==> src/hw/corr_cfg_pkg.sv <==
package corr_cfg_pkg;

	localparam int LAG_SUB_W = 3;               // One lag sub-field
	localparam int LAG_SUBS  = 4;               // Sub-fields per lag word
	localparam int LAG_W     = LAG_SUB_W * LAG_SUBS;
	localparam int NIB_W     = 4;               // Half of a per-input byte field

	// Lag word of one input, sub-field 0 in the low bits
	typedef logic [LAG_W-1:0] lag_t;

	typedef logic [2*NIB_W-1:0] nib8_t;         // Test, LED and voltage fields
	typedef logic [7:0] line_t;                 // Current input line
	typedef logic [3:0] code_t;                 // Baud rate and divider codes

	// Global settings shared by every input
	typedef struct packed {
		logic  integrating;
		logic  external_clock;
		logic  timestamp_reset;                 // Set out of reset
		logic  extra_commands;                  // Length bank and upper nibbles
		code_t clock_divider;
		code_t baud_rate;
		line_t current_line;                    // Built two bits at a time
	} corr_flags_t;

endpackage

==> src/hw/corr_cmd_pkg.sv <==
package corr_cmd_pkg;

	// Low nibble of a host command byte
	typedef enum logic [3:0] {
		CLEAR          = 4'd0,
		SET_LINE       = 4'd1,
		SET_LEDS       = 4'd2,
		SET_BAUD_RATE  = 4'd3,
		SET_DELAY      = 4'd4,                  // 4 to 7, low bits pick sub-field
		SET_FREQ_DIV   = 4'd8,
		SET_VOLTAGE    = 4'd9,
		ENABLE_TEST    = 4'd12,
		ENABLE_CAPTURE = 4'd13
	} cmd_op_e;

	// One serial byte as the host sends it
	typedef struct packed {
		logic [3:0] arg;                        // Byte bits 7:4
		logic [3:0] op;                         // Byte bits 3:0
	} cmd_byte_t;

endpackage

==> src/hw/uart_rx.sv <==
`timescale 1ns/1ps

module uart_rx
	import corr_cfg_pkg::*;
	import corr_cmd_pkg::*;
#(
	parameter int BASE_DIV = 8
) (
	input  logic      clk,
	input  logic      rst_n,
	input  logic      rx,
	input  code_t     baud_rate,
	output logic      rx_valid,
	output cmd_byte_t rx_byte
);
	localparam int CNT_W = $clog2(BASE_DIV) + 17;   // Room for BASE_DIV << 15

	typedef enum logic [1:0] {IDLE, START, DATA, STOP} rx_state_e;

	rx_state_e        state_q;
	logic             rx_meta_q;
	logic             rx_sync_q;
	logic             rx_prev_q;
	logic [CNT_W-1:0] cnt_q;
	logic [CNT_W-1:0] period_q;                     // Latched at each start bit
	logic [2:0]       bit_cnt_q;
	logic [7:0]       data_q;
	logic             start_edge;
	logic             half_hit;
	logic             full_hit;

	assign start_edge = (state_q == IDLE) && rx_prev_q && !rx_sync_q;
	assign half_hit   = cnt_q == (period_q >> 1) - 1'b1;
	assign full_hit   = cnt_q == period_q - 1'b1;

	// Line idles high, so the synchronizer comes out of reset high
	always_ff @(posedge clk) begin
		if (!rst_n) begin
			rx_meta_q <= 1'b1;
			rx_sync_q <= 1'b1;
			rx_prev_q <= 1'b1;
		end else begin
			rx_meta_q <= rx;
			rx_sync_q <= rx_meta_q;
			rx_prev_q <= rx_sync_q;
		end
	end

	always_ff @(posedge clk) begin
		if (!rst_n) begin
			state_q   <= IDLE;
			cnt_q     <= '0;
			bit_cnt_q <= '0;
			rx_valid  <= 1'b0;
		end else begin
			rx_valid <= 1'b0;
			cnt_q    <= cnt_q + 1'b1;
			case (state_q)
				IDLE: begin
					cnt_q <= '0;
					if (start_edge) begin
						state_q <= START;
					end
				end
				START: begin
					if (half_hit) begin
						cnt_q     <= '0;                 // Later samples fall mid-bit
						bit_cnt_q <= '0;
						state_q   <= rx_sync_q ? IDLE : DATA;   // Glitch, not a start bit
					end
				end
				DATA: begin
					if (full_hit) begin
						cnt_q     <= '0;
						bit_cnt_q <= bit_cnt_q + 1'b1;
						if (bit_cnt_q == 3'd7) begin
							state_q <= STOP;
						end
					end
				end
				STOP: begin
					if (full_hit) begin
						rx_valid <= rx_sync_q;           // Low stop bit drops the frame
						state_q  <= IDLE;
					end
				end
				default: state_q <= IDLE;
			endcase
		end
	end

	always_ff @(posedge clk) begin
		if (start_edge) begin
			period_q <= CNT_W'(BASE_DIV) << baud_rate;
		end
		if (state_q == DATA && full_hit) begin
			data_q <= {rx_sync_q, data_q[7:1]};   // LSB arrives first
		end
		if (state_q == STOP && full_hit && rx_sync_q) begin
			rx_byte <= cmd_byte_t'(data_q);
		end
	end

endmodule

==> src/hw/cmd_parser.sv <==
`timescale 1ns/1ps

module cmd_parser
	import corr_cfg_pkg::*;
	import corr_cmd_pkg::*;
#(
	parameter int NUM_INPUTS = 8,
	parameter int HAS_LEDS   = 1
) (
	input  logic        clk,
	input  logic        rst_n,
	input  logic        rx_valid,
	input  cmd_byte_t   rx_byte,
	output corr_flags_t flags,
	output lag_t        cross_idx [NUM_INPUTS],
	output lag_t        auto_idx  [NUM_INPUTS],
	output lag_t        cross_len [NUM_INPUTS],
	output lag_t        auto_len  [NUM_INPUTS],
	output nib8_t       test      [NUM_INPUTS],
	output nib8_t       leds      [NUM_INPUTS],
	output nib8_t       voltage   [NUM_INPUTS]
);
	localparam int SEL_W = (NUM_INPUTS > 1) ? $clog2(NUM_INPUTS) : 1;

	logic [SEL_W-1:0] sel;                          // Array slot of current line
	logic             line_ok;
	logic             is_delay;
	logic [3:0]       arg;
	logic [3:0]       lag_off;                      // Bit offset of the lag sub-field
	logic [2:0]       nib_off;                      // Bit offset of the nibble
	logic [2:0]       pair_off;                     // Bit offset of a 2-bit slot

	assign sel      = flags.current_line[SEL_W-1:0];
	assign line_ok  = int'(flags.current_line) < NUM_INPUTS;
	assign is_delay = rx_byte.op[3:2] == SET_DELAY[3:2];
	assign arg      = rx_byte.arg;
	assign lag_off  = 4'(rx_byte.op[1:0]) * 4'(LAG_SUB_W);
	assign nib_off  = flags.extra_commands ? 3'(NIB_W) : 3'd0;
	assign pair_off = {arg[3:2], 1'b0};

	always_ff @(posedge clk) begin
		if (!rst_n) begin
			flags                 <= '0;
			flags.timestamp_reset <= 1'b1;
			for (int i = 0; i < NUM_INPUTS; i++) begin
				cross_idx[i] <= '0;
				auto_idx[i]  <= '0;
				cross_len[i] <= '0;
				auto_len[i]  <= '0;
				test[i]      <= '0;
				leds[i]      <= '0;
				voltage[i]   <= '0;
			end
		end else if (rx_valid) begin
			if (is_delay) begin
				// Bit 7 picks auto over cross, extra_commands the length bank
				if (line_ok) begin
					case ({flags.extra_commands, arg[3]})
						2'b00: cross_idx[sel][lag_off +: LAG_SUB_W] <= arg[2:0];
						2'b01: auto_idx[sel][lag_off +: LAG_SUB_W]  <= arg[2:0];
						2'b10: cross_len[sel][lag_off +: LAG_SUB_W] <= arg[2:0];
						default: auto_len[sel][lag_off +: LAG_SUB_W] <= arg[2:0];
					endcase
				end
			end else begin
				case (rx_byte.op)
					CLEAR: begin
						if (line_ok) begin
							cross_idx[sel] <= '0;       // Lengths are kept
							auto_idx[sel]  <= '0;
						end
					end
					SET_LINE: begin
						flags.current_line[pair_off +: 2] <= arg[1:0];
					end
					SET_LEDS: begin
						if (HAS_LEDS != 0 && line_ok) begin
							leds[sel][nib_off +: NIB_W] <= arg;
						end
					end
					SET_BAUD_RATE: begin
						flags.baud_rate <= arg;     // Receiver picks it up at next start bit
					end
					SET_FREQ_DIV: begin
						flags.clock_divider <= arg;
					end
					SET_VOLTAGE: begin
						if (line_ok) begin
							voltage[sel][pair_off +: 2] <= arg[1:0];
						end
					end
					ENABLE_TEST: begin
						if (line_ok) begin
							test[sel][nib_off +: NIB_W] <= arg;
						end
					end
					ENABLE_CAPTURE: begin
						flags.integrating     <= arg[0];
						flags.external_clock  <= arg[1];
						flags.timestamp_reset <= arg[2];
						flags.extra_commands  <= arg[3];
					end
					default: ;                      // Unused opcodes are ignored
				endcase
			end
		end
	end

endmodule

==> src/hw/bias_pwm.sv <==
`timescale 1ns/1ps

module bias_pwm
	import corr_cfg_pkg::*;
#(
	parameter int NUM_INPUTS = 8
) (
	input  logic                  clk,
	input  logic                  rst_n,
	input  nib8_t                 voltage [NUM_INPUTS],
	output logic [NUM_INPUTS-1:0] bias
);
	logic [7:0] cnt_q;                              // Shared ramp, wraps every 256

	always_ff @(posedge clk) begin
		if (!rst_n) begin
			cnt_q <= '0;
		end else begin
			cnt_q <= cnt_q + 8'd1;
		end
	end

	// Straight compare so a new code acts at once
	always_comb begin
		for (int i = 0; i < NUM_INPUTS; i++) begin
			bias[i] = cnt_q < voltage[i];           // Code 0 never high
		end
	end

endmodule

==> src/hw/corr_ctrl_top.sv <==
`timescale 1ns/1ps

module corr_ctrl_top
	import corr_cfg_pkg::*;
	import corr_cmd_pkg::*;
#(
	parameter int NUM_INPUTS = 8,
	parameter int HAS_LEDS   = 1,
	parameter int BASE_DIV   = 8
) (
	input  logic                  clk,
	input  logic                  rst_n,
	input  logic                  rx,
	output corr_flags_t           flags,
	output lag_t                  cross_idx [NUM_INPUTS],
	output lag_t                  auto_idx  [NUM_INPUTS],
	output lag_t                  cross_len [NUM_INPUTS],
	output lag_t                  auto_len  [NUM_INPUTS],
	output nib8_t                 test      [NUM_INPUTS],
	output nib8_t                 leds      [NUM_INPUTS],
	output nib8_t                 voltage   [NUM_INPUTS],
	output logic [NUM_INPUTS-1:0] bias
);
	logic      rx_valid;
	cmd_byte_t rx_byte;

	uart_rx #(
		.BASE_DIV(BASE_DIV)
	) uart_rx_i (
		.clk      (clk),
		.rst_n    (rst_n),
		.rx       (rx),
		.baud_rate(flags.baud_rate),           // Fed back from the parser
		.rx_valid (rx_valid),
		.rx_byte  (rx_byte)
	);

	cmd_parser #(
		.NUM_INPUTS(NUM_INPUTS),
		.HAS_LEDS  (HAS_LEDS)
	) cmd_parser_i (
		.clk      (clk),
		.rst_n    (rst_n),
		.rx_valid (rx_valid),
		.rx_byte  (rx_byte),
		.flags    (flags),
		.cross_idx(cross_idx),
		.auto_idx (auto_idx),
		.cross_len(cross_len),
		.auto_len (auto_len),
		.test     (test),
		.leds     (leds),
		.voltage  (voltage)
	);

	bias_pwm #(
		.NUM_INPUTS(NUM_INPUTS)
	) bias_pwm_i (
		.clk    (clk),
		.rst_n  (rst_n),
		.voltage(voltage),
		.bias   (bias)
	);

endmodule

==> config.mk <==
export PLATFORM = sky130hd
export DESIGN_NAME = corr_ctrl_top
export DESIGN_NICKNAME = d
export VERILOG_FILES = /design/src/hw/corr_cfg_pkg.sv /design/src/hw/corr_cmd_pkg.sv /design/src/hw/uart_rx.sv /design/src/hw/cmd_parser.sv /design/src/hw/bias_pwm.sv /design/src/hw/corr_ctrl_top.sv
export SDC_FILE = /design/constraint.sdc
export NUM_CORES = 1
export LEC_CHECK = 0
export BUFFER_PORTS_ARGS = -buffer_cell sky130_fd_sc_hd__clkbuf_2
export CAP_MARGIN = 5
export CORE_MARGIN = 1.5
export CORE_UTILIZATION = 40
export CTS_CLUSTER_DIAMETER = 120
export DETAILED_ROUTE_END_ITERATION = 16
export SLEW_MARGIN = 30
export SYNTH_ARGS = -nofsm -noshare
export SYNTH_HDL_FRONTEND = slang
export SYNTH_HIERARCHICAL = 1
export SYNTH_SLANG_ARGS = --single-unit
==> constraint.sdc <==
create_clock -name clk -period 7.15 [get_ports clk]
set_clock_uncertainty 0.2 [all_clocks]
set_input_delay 1.43 -clock clk [delete_from_list [all_inputs] [get_ports clk]]
set_output_delay 1.43 -clock clk [all_outputs]
set_load 0.05 [all_outputs]
==> reports/metrics.cfg, run 1 <==
[power_and_ir_drop]
ir_drop_v = 0.000135
leakage_nw = 14.1
power.total_mw = 7.82
powerDensity_nw_per_um2 = 213

[placement]
port_buffers = 606
place.gp.congestion = 0.890
place_hpwl_um = 80300

[floorplan]
num_rows = 100
start_util_pct = 40.6
die_y_um = 279
die_x_um = 279
core_um2 = 74800
die_area_um2 = 77700
ios = 607

[finish]
final_nets = 3865
drive_gt1_share_pct = 23.1
fillCellCount = 7153
areaGrowthSynthToFinish_pct = 20.5

[synth]
synth-seq-area-share_pct = 44.9
synth_compound_area_share_pct = 10.6
syn_area_um2 = 30400
syn-num-nets = 3433
ys_ff_latch = 665
synth.top_cell.area_share_pct = 41.7
synthFlopType = dfxtp_1
synthTopCellsByArea = dfxtp_1 42%, mux2i_1 6.7%, nand3_1 6.7%
ys_warn_count = 6
synth_top_family_by_area = simple AND/OR/NAND/NOR gates
synthSimpleGateAreaFrac_pct = 27.4
synth_area_leader_cell = dfxtp_1
syn_avg_cell_area_um2 = 9.05
synth_cell_types = 82
synthAdderAreaFrac_pct = 2.96
synth_edf_count = 32
async_flop_share_pct = 0
synth_xor_area_share_pct = 2.14
synthCells = 3358
synth_mux_area_share_pct = 6.72

[clock_network]
insertion_delay_ns = 0.62
postCtsSetupBuffers = 0
holdBufCountCts = 0
clk_pin_slew_ns = 0.06
cts_buffers = 74
cts.sinks = 665
cts_tree = built
clock-root-buffer = clkbuf_16
clk_path_buf_depth = 3
ctsResizeCount = 0
cts_max_level = 3

[flow_run]
maxCapViolations = 0

[drt]
wl_um = 116000
post_drt_via_cell_ratio = 5.83
drtPass1Iterations = 6
drcViolationCount = 0
ant_nets = 0
route.vias.total = 28100
drt-wirelength-per-cell_um = 24.2
drt_iter0_markers = 2639

[sta]
setup_viol = 0
max-slew-margin-rel_pct = 28.6
tns_ns = 0
clock.fmax_ghz = 0.233
min_period_ns = 4.29
hold_viol_final = 0
fin_crit_sh_pct = 60.0
final_max_slew_viol_count = 0
worst_pin_slew_ns = 1.06
rsz0062_at_grt = no

[setup_path]
cp_max_fo = 11
r2r_start = uart_rx_i/period_q[8]
start_kind = flip-flop
critPathRequiredTime_ns = 5.52
worstSetupPathType = reg -> out
cp_cell_sequence = ha_1 > a21o_1 > a221oi_1 > o21a_1 > clkbuf_2
ff2ff_path_depth = 8
slowest_stage = dfxtp_1
critPathArrivalTime_ns = 2.66
regToRegEndpoint = uart_rx_i/rx_byte[7]
cpPeakStageDelay_ns = 0.69
cp-end-kind = output pin
ff2ff_setup_slack_ns = 2.90

[grt]
grt_overflow = 0
grt_pass1_wl_um = 168000
met2_usage_pct = 46.6
antenna_found_initial = 1
grt_util_met1_pct = 36.0
grt_max_degree = 276
top_usage_layer = met2
grt_pass1_vias = 25300
grt_use_met3_pct = 6.13
track_usage_pct = 28.5

[worst_hold_path]
hold_end = uart_rx_i/rx_sync_q
hold_path.class = reg -> reg
worstHoldStart = uart_rx_i/rx_meta_q
whs_path_depth = 1

[run_status]
status = finished, final reports clean

worst max path at each step:
stage	from	end	slack, ns
finish	bias_pwm_i/cnt_q[4]	bias[3]	2.86
global placement	uart_rx_i/period_q[3]	uart_rx_i/cnt_q[4]	3.11
CTS	bias_pwm_i/cnt_q[6]	bias[3]	2.81
global route	uart_rx_i/period_q[3]	uart_rx_i/cnt_q[4]	2.59
floorplan	cmd_parser_i/voltage[63]	bias[0]	3.48
detailed placement	uart_rx_i/period_q[3]	uart_rx_i/cnt_q[9]	3.00
layout by cell type (no fill, tap or decap), types with 71 or more instances in the layout:
| cell | n |
|---|---|
| o22ai_1 | 98 |
| o221ai_1 | 97 |
| dfxtp_1 | 630 |
| o21ai_0 | 206 |
| clkbuf_16 | 78 |
| ha_1 | 72 |
| nand2_1 | 363 |
| nor2b_1 | 119 |
| nand3_1 | 407 |
| nor3_1 | 86 |
| nand4_1 | 184 |
| nor2_1 | 71 |
| clkbuf_2 | 605 |
| mux2i_1 | 204 |
| inv_1 | 75 |
through the flow:
step | instances | util [%] | hold slack [ns] | setup slack, ns | area (um2)
2_1_floorplan | 3358 | - | 0.186 | 3.48 | 30400
3_3_place_gp | 4679 | 45.5 | 0.196 | 3.11 | 34000
3_5_place_dp | 4680 | 45.5 | 0.192 | 3.00 | 34100
4_1_cts | 4813 | 48.8 | 0.211 | 2.81 | 36500
5_1_grt | 4816 | 48.9 | 0.236 | 2.59 | 36600
6_report | 4818 | 48.9 | 0.212 | 2.86 | 36600
layer usage:
metal | up-vias | routed length [um]
li1 | 13100 | -
met1 | 13500 | 47600
met2 | 1234 | 54400
met3 | 226 | 9290
met4 | 0 | 5110
met5 | - | 0
worst max-delay path, delay by kind of cell, from the launching register on:
kind                       cells  cell delay, ns
DFF                            1            0.69
buffers and inverters          1            0.28
adders and majority gates      1            0.36
AOI/OAI and AO/OA              3            0.71
cells by family (layout without fill, tap and decap cells):
group / after synthesis / in the layout
AOI/OAI and AO/OA: 504 / 504
buffers and inverters: 390 / 879
other: 0 / 2
xor gates and xnor gates: 68 / 68
and+or+nand+nor: 1455 / 1455
adders and majority gates: 72 / 72
muxes: 204 / 204
DFF: 665 / 665
sequential cells by signal (all words and copies together), names as in the netlist, 3 cells and up, named ones only:
register                count
cmd_parser_i/flags         20
cmd_parser_i/cross_len     96
cmd_parser_i/cross_idx     96
bias_pwm_i/cnt_q            8
cmd_parser_i/test          64
cmd_parser_i/leds          64
cmd_parser_i/auto_len      96
uart_rx_i/period_q         16
uart_rx_i/data_q            8
uart_rx_i/bit_cnt_q         3
cmd_parser_i/voltage       64
uart_rx_i/rx_byte           8
uart_rx_i/cnt_q            20
cmd_parser_i/auto_idx      96
power breakdown:
group | switching, mW | total (mW) | internal, mW
clock network | 1.63 | 3.89 | 2.26
logic | 0.133 | 0.179 | 0.0459
registers | 0.0134 | 3.75 | 3.74
total | 1.78 | 7.82 | 6.04
layout make-up:
cell class | count | area (um2) | share of cell area (%)
inverter | 75 | 282 | 0.769
timing repair buffer | 671 | 3610 | 9.85
sequential | 665 | 13600 | 37.2
clock inverter | 17 | 228 | 0.622
antenna | 2 | 5.00 | 0.0137
multi-input combinational | 2303 | 15400 | 42.0
tap | 969 | 1210 | 3.31
clock buffer | 116 | 2250 | 6.16
cell usage after synthesis, types with 75 or more instances:
cell / instances
nand4_1: 184
inv_1: 75
nor3_1: 86
clkbuf_1: 219
o22ai_1: 98
nand3_1: 407
nor2b_1: 120
nand2_1: 365
o21ai_0: 206
mux2i_1: 204
o221ai_1: 97
dfxtp_1: 633
Power figures use the tool's default switching activity.
==> run 2, diff against run 1 <==
==> constraint.sdc (replaced) <==
create_clock -name clk -period 4.2 [get_ports clk]
set_clock_uncertainty 0.2 [all_clocks]
set_input_delay 0.84 -clock clk [delete_from_list [all_inputs] [get_ports clk]]
set_output_delay 0.84 -clock clk [all_outputs]
set_load 0.05 [all_outputs]
==> reports/metrics.cfg, run 2 (same netlist as run 1, synthesis figures left out) <==
[worst_hold_path]
hold_path.class = reg -> reg  ; unchanged

[setup_path]
cp_max_fo = 13  ; was 11
critPathRequiredTime_ns = 4.32  ; was 5.52 ns
crit_buf_inv = 1  ; unchanged
critPathArrivalTime_ns = 4.01  ; was 2.66 ns
cp-end-kind = flip-flop  ; was output pin
worstSetupPathType = reg -> reg  ; was reg -> out
cpPeakStageDelay_ns = 0.74  ; was 0.69 ns
critPathTopFamily = simple AND/OR/NAND/NOR gates  ; was compound AO/OA/AOI/OAI gates
slowest_stage = or4_1  ; was dfxtp_1
start_kind = flip-flop  ; unchanged
cp_cell_sequence = or4_1 > nor4_4 > xnor2_1 > nand4_1 > nor4_1 > and3_1 > nand2_1 > nor2_1 > buf_4  ; was ha_1 > a21o_1 > a221oi_1 > o21a_1 > clkbuf_2

[power_and_ir_drop]
ir_drop_v = 0.000295  ; was 0.000135 V
powerDensity_nw_per_um2 = 361  ; was 213 nW/um2
leakage_nw = 14.2  ; was 14.1 nW

[sta]
rsz0062_at_grt = no  ; unchanged
hold_viol_final = 0  ; unchanged
max-slew-margin-rel_pct = 31.5  ; was 28.6%
min_period_ns = 3.88
tns_ns = 0  ; unchanged
fin_crit_sh_pct = 92.5
worst_pin_slew_ns = 1.03  ; was 1.06 ns
clock.fmax_ghz = 0.257
fin_ws_ns = 0.316  ; was 2.86 ns
setup_viol = 0  ; unchanged
final_max_slew_viol_count = 0  ; unchanged

[clock_network]
cts.sinks = 665  ; unchanged
postCtsSetupBuffers = 0  ; unchanged
cts_buffers = 76  ; was 74
ctsResizeCount = 0  ; unchanged
clock-root-buffer = clkbuf_16  ; unchanged
clk_pin_slew_ns = 0.06  ; about the same
cts_max_level = 3  ; unchanged
clk_path_buf_depth = 3  ; unchanged
insertion_delay_ns = 0.62  ; about the same
cts_tree = built  ; unchanged
holdBufCountCts = 0  ; unchanged

[grt]
grt_overflow = 0  ; unchanged
grt_pass1_wl_um = 169000  ; was 168,000 um
grt_max_degree = 282  ; was 276
grt_pass1_vias = 25700  ; was 25,300
antenna_found_initial = 0  ; was 1
track_usage_pct = 28.5  ; about the same

[finish]
areaGrowthSynthToFinish_pct = 21.0  ; was 20.5%
mostFrequentLayoutCells = 630 x dfxtp_1, 605 x clkbuf_2, 407 x nand3_1, 364 x nand2_1, 206 x o21ai_0  ; was 630 x dfxtp_1, 605 x clkbuf_2, 407 x nand3_1, 363 x nand2_1, 206 x o21ai_0
utilization_pct = 49.2  ; was 48.9%
final_common_cell = dfxtp_1  ; unchanged
final_nets = 3892  ; was 3,865
regArea_um2 = 13600  ; unchanged
fillCellCount = 7290  ; was 7,153
diodes = 0  ; was 2
drive_gt1_share_pct = 23.7  ; was 23.1%
multiInputGateArea_um2 = 15400  ; about the same
stdcell_area_um2 = 36800  ; was 36,600 um2

[drt]
wl_met3_um = 9030  ; was 9290 um
drtPass1Iterations = 6  ; unchanged
wl_met2_um = 53500  ; was 54,400 um
drcViolationCount = 0  ; unchanged
drt_iter0_markers = 2663  ; was 2,639
m1WireLength_um = 48000  ; was 47,600 um
post_drt_via_cell_ratio = 5.80  ; was 5.83
route.vias.total = 28100  ; about the same
ant_nets = 0  ; unchanged
wl_um = 116000  ; about the same
drt-wirelength-per-cell_um = 23.9  ; was 24.2 um
maxUsedRoutingLayer = met4  ; unchanged

[placement]
place_hpwl_um = 80700  ; was 80,300 um
pre_cts_ws_ns = 0.405  ; was 3.00 ns
place.gp.congestion = 0.894  ; was 0.890
port_buffers = 606  ; unchanged
post_dp_cell_area_um2 = 34300  ; was 34,100 um2

[floorplan]
num_rows = 100  ; unchanged
die_area_um2 = 77700  ; unchanged
die_x_um = 279  ; unchanged
die_y_um = 279  ; unchanged
start_util_pct = 40.6  ; unchanged
ios = 607  ; unchanged
core_um2 = 74800  ; unchanged

[flow_run]
maxCapViolations = 0  ; unchanged

[run_status]
status = finished, final reports clean  ; unchanged

[run 2: changes by cell type in the layout (fill, tap and decap cells not counted), moves of 2 or more]
| cell | previous run | this run |
|---|---|---|
| buf_12 | 2 | 4 |
| buf_4 | 58 | 82 |
| clkbuf_1 | 22 | 18 |
| clkbuf_8 | 16 | 11 |
| clkinv_2 | 7 | 15 |
| clkinvlp_4 | 1 | 5 |
| diode_2 | 2 | 0 |
| inv_6 | 1 | 3 |
| nor4bb_2 | 4 | 6 |
[run 2: layout make-up]
cell class / instances / area share, %
clock buffers: 106 / 5.83
clock inverters: 33 / 0.861
inverters: 75 / 0.765
multi-input cells: 2303 / 41.8
flip-flops and latches: 665 / 37.1
well taps: 969 / 3.30
repair buffers: 696 / 10.3
[run 2: path summary, 6_finish.rpt]
check,start,end,slack (ns),depth (start not counted)
setup / recovery,uart_rx_i/period_q[5],uart_rx_i/rx_byte[5],0.32,9
hold / removal,uart_rx_i/rx_meta_q,uart_rx_i/rx_sync_q,0.21,1
setup reg to reg,uart_rx_i/period_q[5],uart_rx_i/rx_byte[5],0.32,9
hold reg to reg,uart_rx_i/rx_meta_q,uart_rx_i/rx_sync_q,0.21,1
[run 2: per-stage QoR]
step | hold WS, ns | std cells | total power, mW
global placement | 0.194 | 4705 | 6.82
CTS | 0.208 | 4845 | 13.4
floorplan | 0.186 | 3358 | 6.75
global route | 0.240 | 4847 | 13.7
finish | 0.206 | 4847 | 13.3
detailed placement | 0.195 | 4706 | 6.82
[run 2: where the power goes]
part           switching [mW]  internal (mW)  total, mW
Sequential             0.0221           6.36       6.38
Clock                    2.86           3.74       6.60
Combinational           0.228         0.0785      0.306
[run 2: layer usage]
layer | up-vias | global-route usage [%]
met5 | - | 0
met4 | 0 | 12.5
met3 | 225 | 6.54
met2 | 1153 | 46.1
met1 | 13600 | 36.3
li1 | 13200 | -
==> run 3, diff against run 2 <==
--- a/config.mk
+++ b/config.mk
@@ -5,12 +5,14 @@
 export SDC_FILE = /design/constraint.sdc
 export NUM_CORES = 1
 export LEC_CHECK = 0
+export ABC_AREA = 1
 export BUFFER_PORTS_ARGS = -buffer_cell sky130_fd_sc_hd__clkbuf_2
 export CAP_MARGIN = 5
 export CORE_MARGIN = 1.5
 export CORE_UTILIZATION = 40
 export CTS_CLUSTER_DIAMETER = 120
 export DETAILED_ROUTE_END_ITERATION = 16
+export SKIP_CTS_REPAIR_TIMING = 1
 export SLEW_MARGIN = 30
 export SYNTH_ARGS = -nofsm -noshare
 export SYNTH_HDL_FRONTEND = slang
==> reports/metrics.cfg, run 3 <==
[run_status]
status = finished, final reports clean  ; unchanged

[synth]
synthTopCellsByArea = dfxtp_1 39%, nand2_1 17%, nor2_1 12%  ; was dfxtp_1 42%, mux2i_1 6.7%, nand3_1 6.7%
syn-num-nets = 5194  ; was 3,433
ys_warn_count = 6  ; unchanged
syn_area_um2 = 32900  ; was 30,400 um2
ys_ff_latch = 665  ; unchanged
synthCells = 5119  ; was 3,358
synthTopCellsByCount = 1,480 x nand2_1, 1,035 x nor2_1, 633 x dfxtp_1  ; was 633 x dfxtp_1, 407 x nand3_1, 365 x nand2_1
syn_avg_cell_area_um2 = 6.42  ; was 9.05 um2
synth.most_common_cell = nand2_1  ; was dfxtp_1
synth_edf_count = 32  ; unchanged
synth.top_cell.area_share_pct = 38.6  ; was 41.7%
synth-seq-area-share_pct = 41.5  ; was 44.9%
synth_area_leader_cell = dfxtp_1  ; unchanged
synthFlopType = dfxtp_1  ; unchanged
async_flop_share_pct = 0  ; unchanged
synth_cell_types = 41  ; was 82

[grt]
grt_pass1_vias = 29900  ; was 25,700
grt_max_degree = 138  ; was 282
track_usage_pct = 28.3  ; was 28.5%
antenna_found_initial = 1  ; was 0
grt_pass1_wl_um = 182000  ; was 169,000 um
grt_overflow = 0  ; unchanged

[placement]
port_buffers = 606  ; unchanged
place.gp.congestion = 0.907  ; was 0.894
dp.cells = 6618  ; was 4,706
place_hpwl_um = 86100  ; was 80,700 um

[clock_network]
cts_buffers = 79  ; was 76
cts_tree = built  ; unchanged
cts.sinks = 665  ; unchanged
cts_max_level = 3  ; unchanged
insertion_delay_ns = 0.62  ; about the same
clk_pin_slew_ns = 0.06  ; about the same
clock-root-buffer = clkbuf_16  ; unchanged
clk_path_buf_depth = 3  ; unchanged

[sta]
hold_viol_final = 0  ; unchanged
max-slew-margin-rel_pct = 35.0  ; was 31.5%
setup_viol = 0  ; unchanged
min_period_ns = 3.48  ; was 3.88 ns
tns_ns = 0  ; unchanged
rsz0062_at_grt = no  ; unchanged
final_max_slew_viol_count = 0  ; unchanged
fin_crit_sh_pct = 82.9  ; was 92.5%
clock.fmax_ghz = 0.287  ; was 0.257 GHz
worst_pin_slew_ns = 0.971  ; was 1.03 ns

[worst_hold_path]
hold_path.class = reg -> reg  ; unchanged

[drt]
route.vias.total = 33700  ; was 28,100
drt-wirelength-per-cell_um = 18.2  ; was 23.9 um
drtPass1Iterations = 5  ; was 6
wl_um = 123000  ; was 116,000 um
post_drt_via_cell_ratio = 4.99  ; was 5.80
drcViolationCount = 0  ; unchanged
ant_nets = 0  ; unchanged
drt_iter0_markers = 2634  ; was 2,663

[floorplan]
ios = 607  ; unchanged
core_um2 = 80900  ; was 74,800 um2
start_util_pct = 40.6  ; about the same
die_area_um2 = 83900  ; was 77,700 um2
num_rows = 104  ; was 100
die_y_um = 290  ; was 279 um
die_x_um = 290  ; was 279 um

[setup_path]
critPathRequiredTime_ns = 3.16  ; was 4.32 ns
start_kind = flip-flop  ; unchanged
cp-end-kind = output pin  ; was flip-flop
critPathArrivalTime_ns = 2.44  ; was 4.01 ns
worstSetupPathType = reg -> out  ; was reg -> reg
cp_max_fo = 12  ; was 13

[finish]
areaGrowthSynthToFinish_pct = 20.3  ; was 21.0%
final_common_cell = nand2_1  ; was dfxtp_1
stdcell_count = 6757  ; was 4,847
mostFrequentLayoutCells = 1,479 x nand2_1, 1,021 x nor2_1, 633 x dfxtp_1, 605 x clkbuf_2, 562 x nand3_1  ; was 630 x dfxtp_1, 605 x clkbuf_2, 407 x nand3_1, 364 x nand2_1, 206 x o21ai_0
final_nets = 5714  ; was 3,892
drive_gt1_share_pct = 16.1  ; was 23.7%
utilization_pct = 48.8  ; was 49.2%
diodes = 0  ; unchanged

[flow_run]
maxCapViolations = 0  ; unchanged

[power_and_ir_drop]
powerDensity_nw_per_um2 = 347  ; was 361 nW/um2
ir_drop_v = 0.000267  ; was 0.000295 V
leakage_nw = 20.5  ; was 14.2 nW

[run 3: cell count changes after synthesis, sizes merged, moves of 120 or more]
cell   change
nand4    -171
nand2   +1121
mux2i    -204
nor2b    -120
a21oi    +286
nand3    +164
inv      +431
nor2    +1014
[run 3: routing by layer]
layer / wire length (um) / global-route usage, % / vias up
li1: - / - / 17000
met1: 51400 / 36.0 / 15400
met2: 56000 / 45.5 / 1099
met3: 9650 / 6.51 / 232
met4: 6120 / 13.2 / 0
met5: 0 / 0 / -
[run 3: layout make-up]
type                    instances  area (um2)
fillers                      8344       41400
multi-input cells            3693       16300
flip-flops and latches        665       13600
repair buffers                685        3760
clock buffers                 110        2260
inverters                     515        1940
well taps                    1060        1330
clock inverters                29         340
[run 3: where the power goes]
part           switching (mW)  internal, mW  total, mW
combinational           0.269        0.0984      0.368
sequential             0.0199          6.36       6.38
clock                    2.88          4.07       6.96
[run 3: worst max-delay path, cell delays in order, from the launching register on]
cell      delay (ns)
dfxtp_1         0.66
ha_1            0.35
a21oi_1         0.16
nand2_1         0.15
a21oi_2         0.20
clkbuf_2        0.30
[run 3: kinds of logic (layout without fill, tap and decap cells)]
| logic type | Yosys count | in the layout | share of synthesized area [%] |
|---|---|---|---|
| buffers and inverters | 761 | 1339 | 9.23 |
| AO/OA/AOI/OAI | 424 | 424 | 6.60 |
| AND/OR/NAND/NOR | 3186 | 3186 | 39.6 |
| adder cells (fa/ha/maj) | 72 | 72 | 2.74 |
| flip-flops | 665 | 665 | 41.5 |
| XOR/XNOR | 11 | 11 | 0.293 |
[run 3: path summary, 6_finish.rpt]
check,startpoint,endpoint,slack (ns),cells after the start
worst max-delay path,bias_pwm_i/cnt_q[3],bias[7],0.72,5
worst min-delay path,uart_rx_i/rx_meta_q,uart_rx_i/rx_sync_q,0.22,1
worst max register to register,uart_rx_i/rx_byte[2],cmd_parser_i/cross_len[80],1.06,10
worst min register to register,uart_rx_i/rx_meta_q,uart_rx_i/rx_sync_q,0.22,1
[run 3: through the flow]
| stage | setup WS, ns | cell area [um2] | hold slack, ns | power [mW] |
|---|---|---|---|---|
| floorplan | 1.11 | 32900 | 0.193 | 6.80 |
| global placement | 1.11 | 36900 | 0.197 | 6.89 |
| detailed placement | 1.08 | 36900 | 0.209 | 6.89 |
| CTS | 0.639 | 39500 | 0.200 | 13.9 |
| global route | 0.608 | 39500 | 0.217 | 14.2 |
| finish | 0.720 | 39500 | 0.220 | 13.7 |
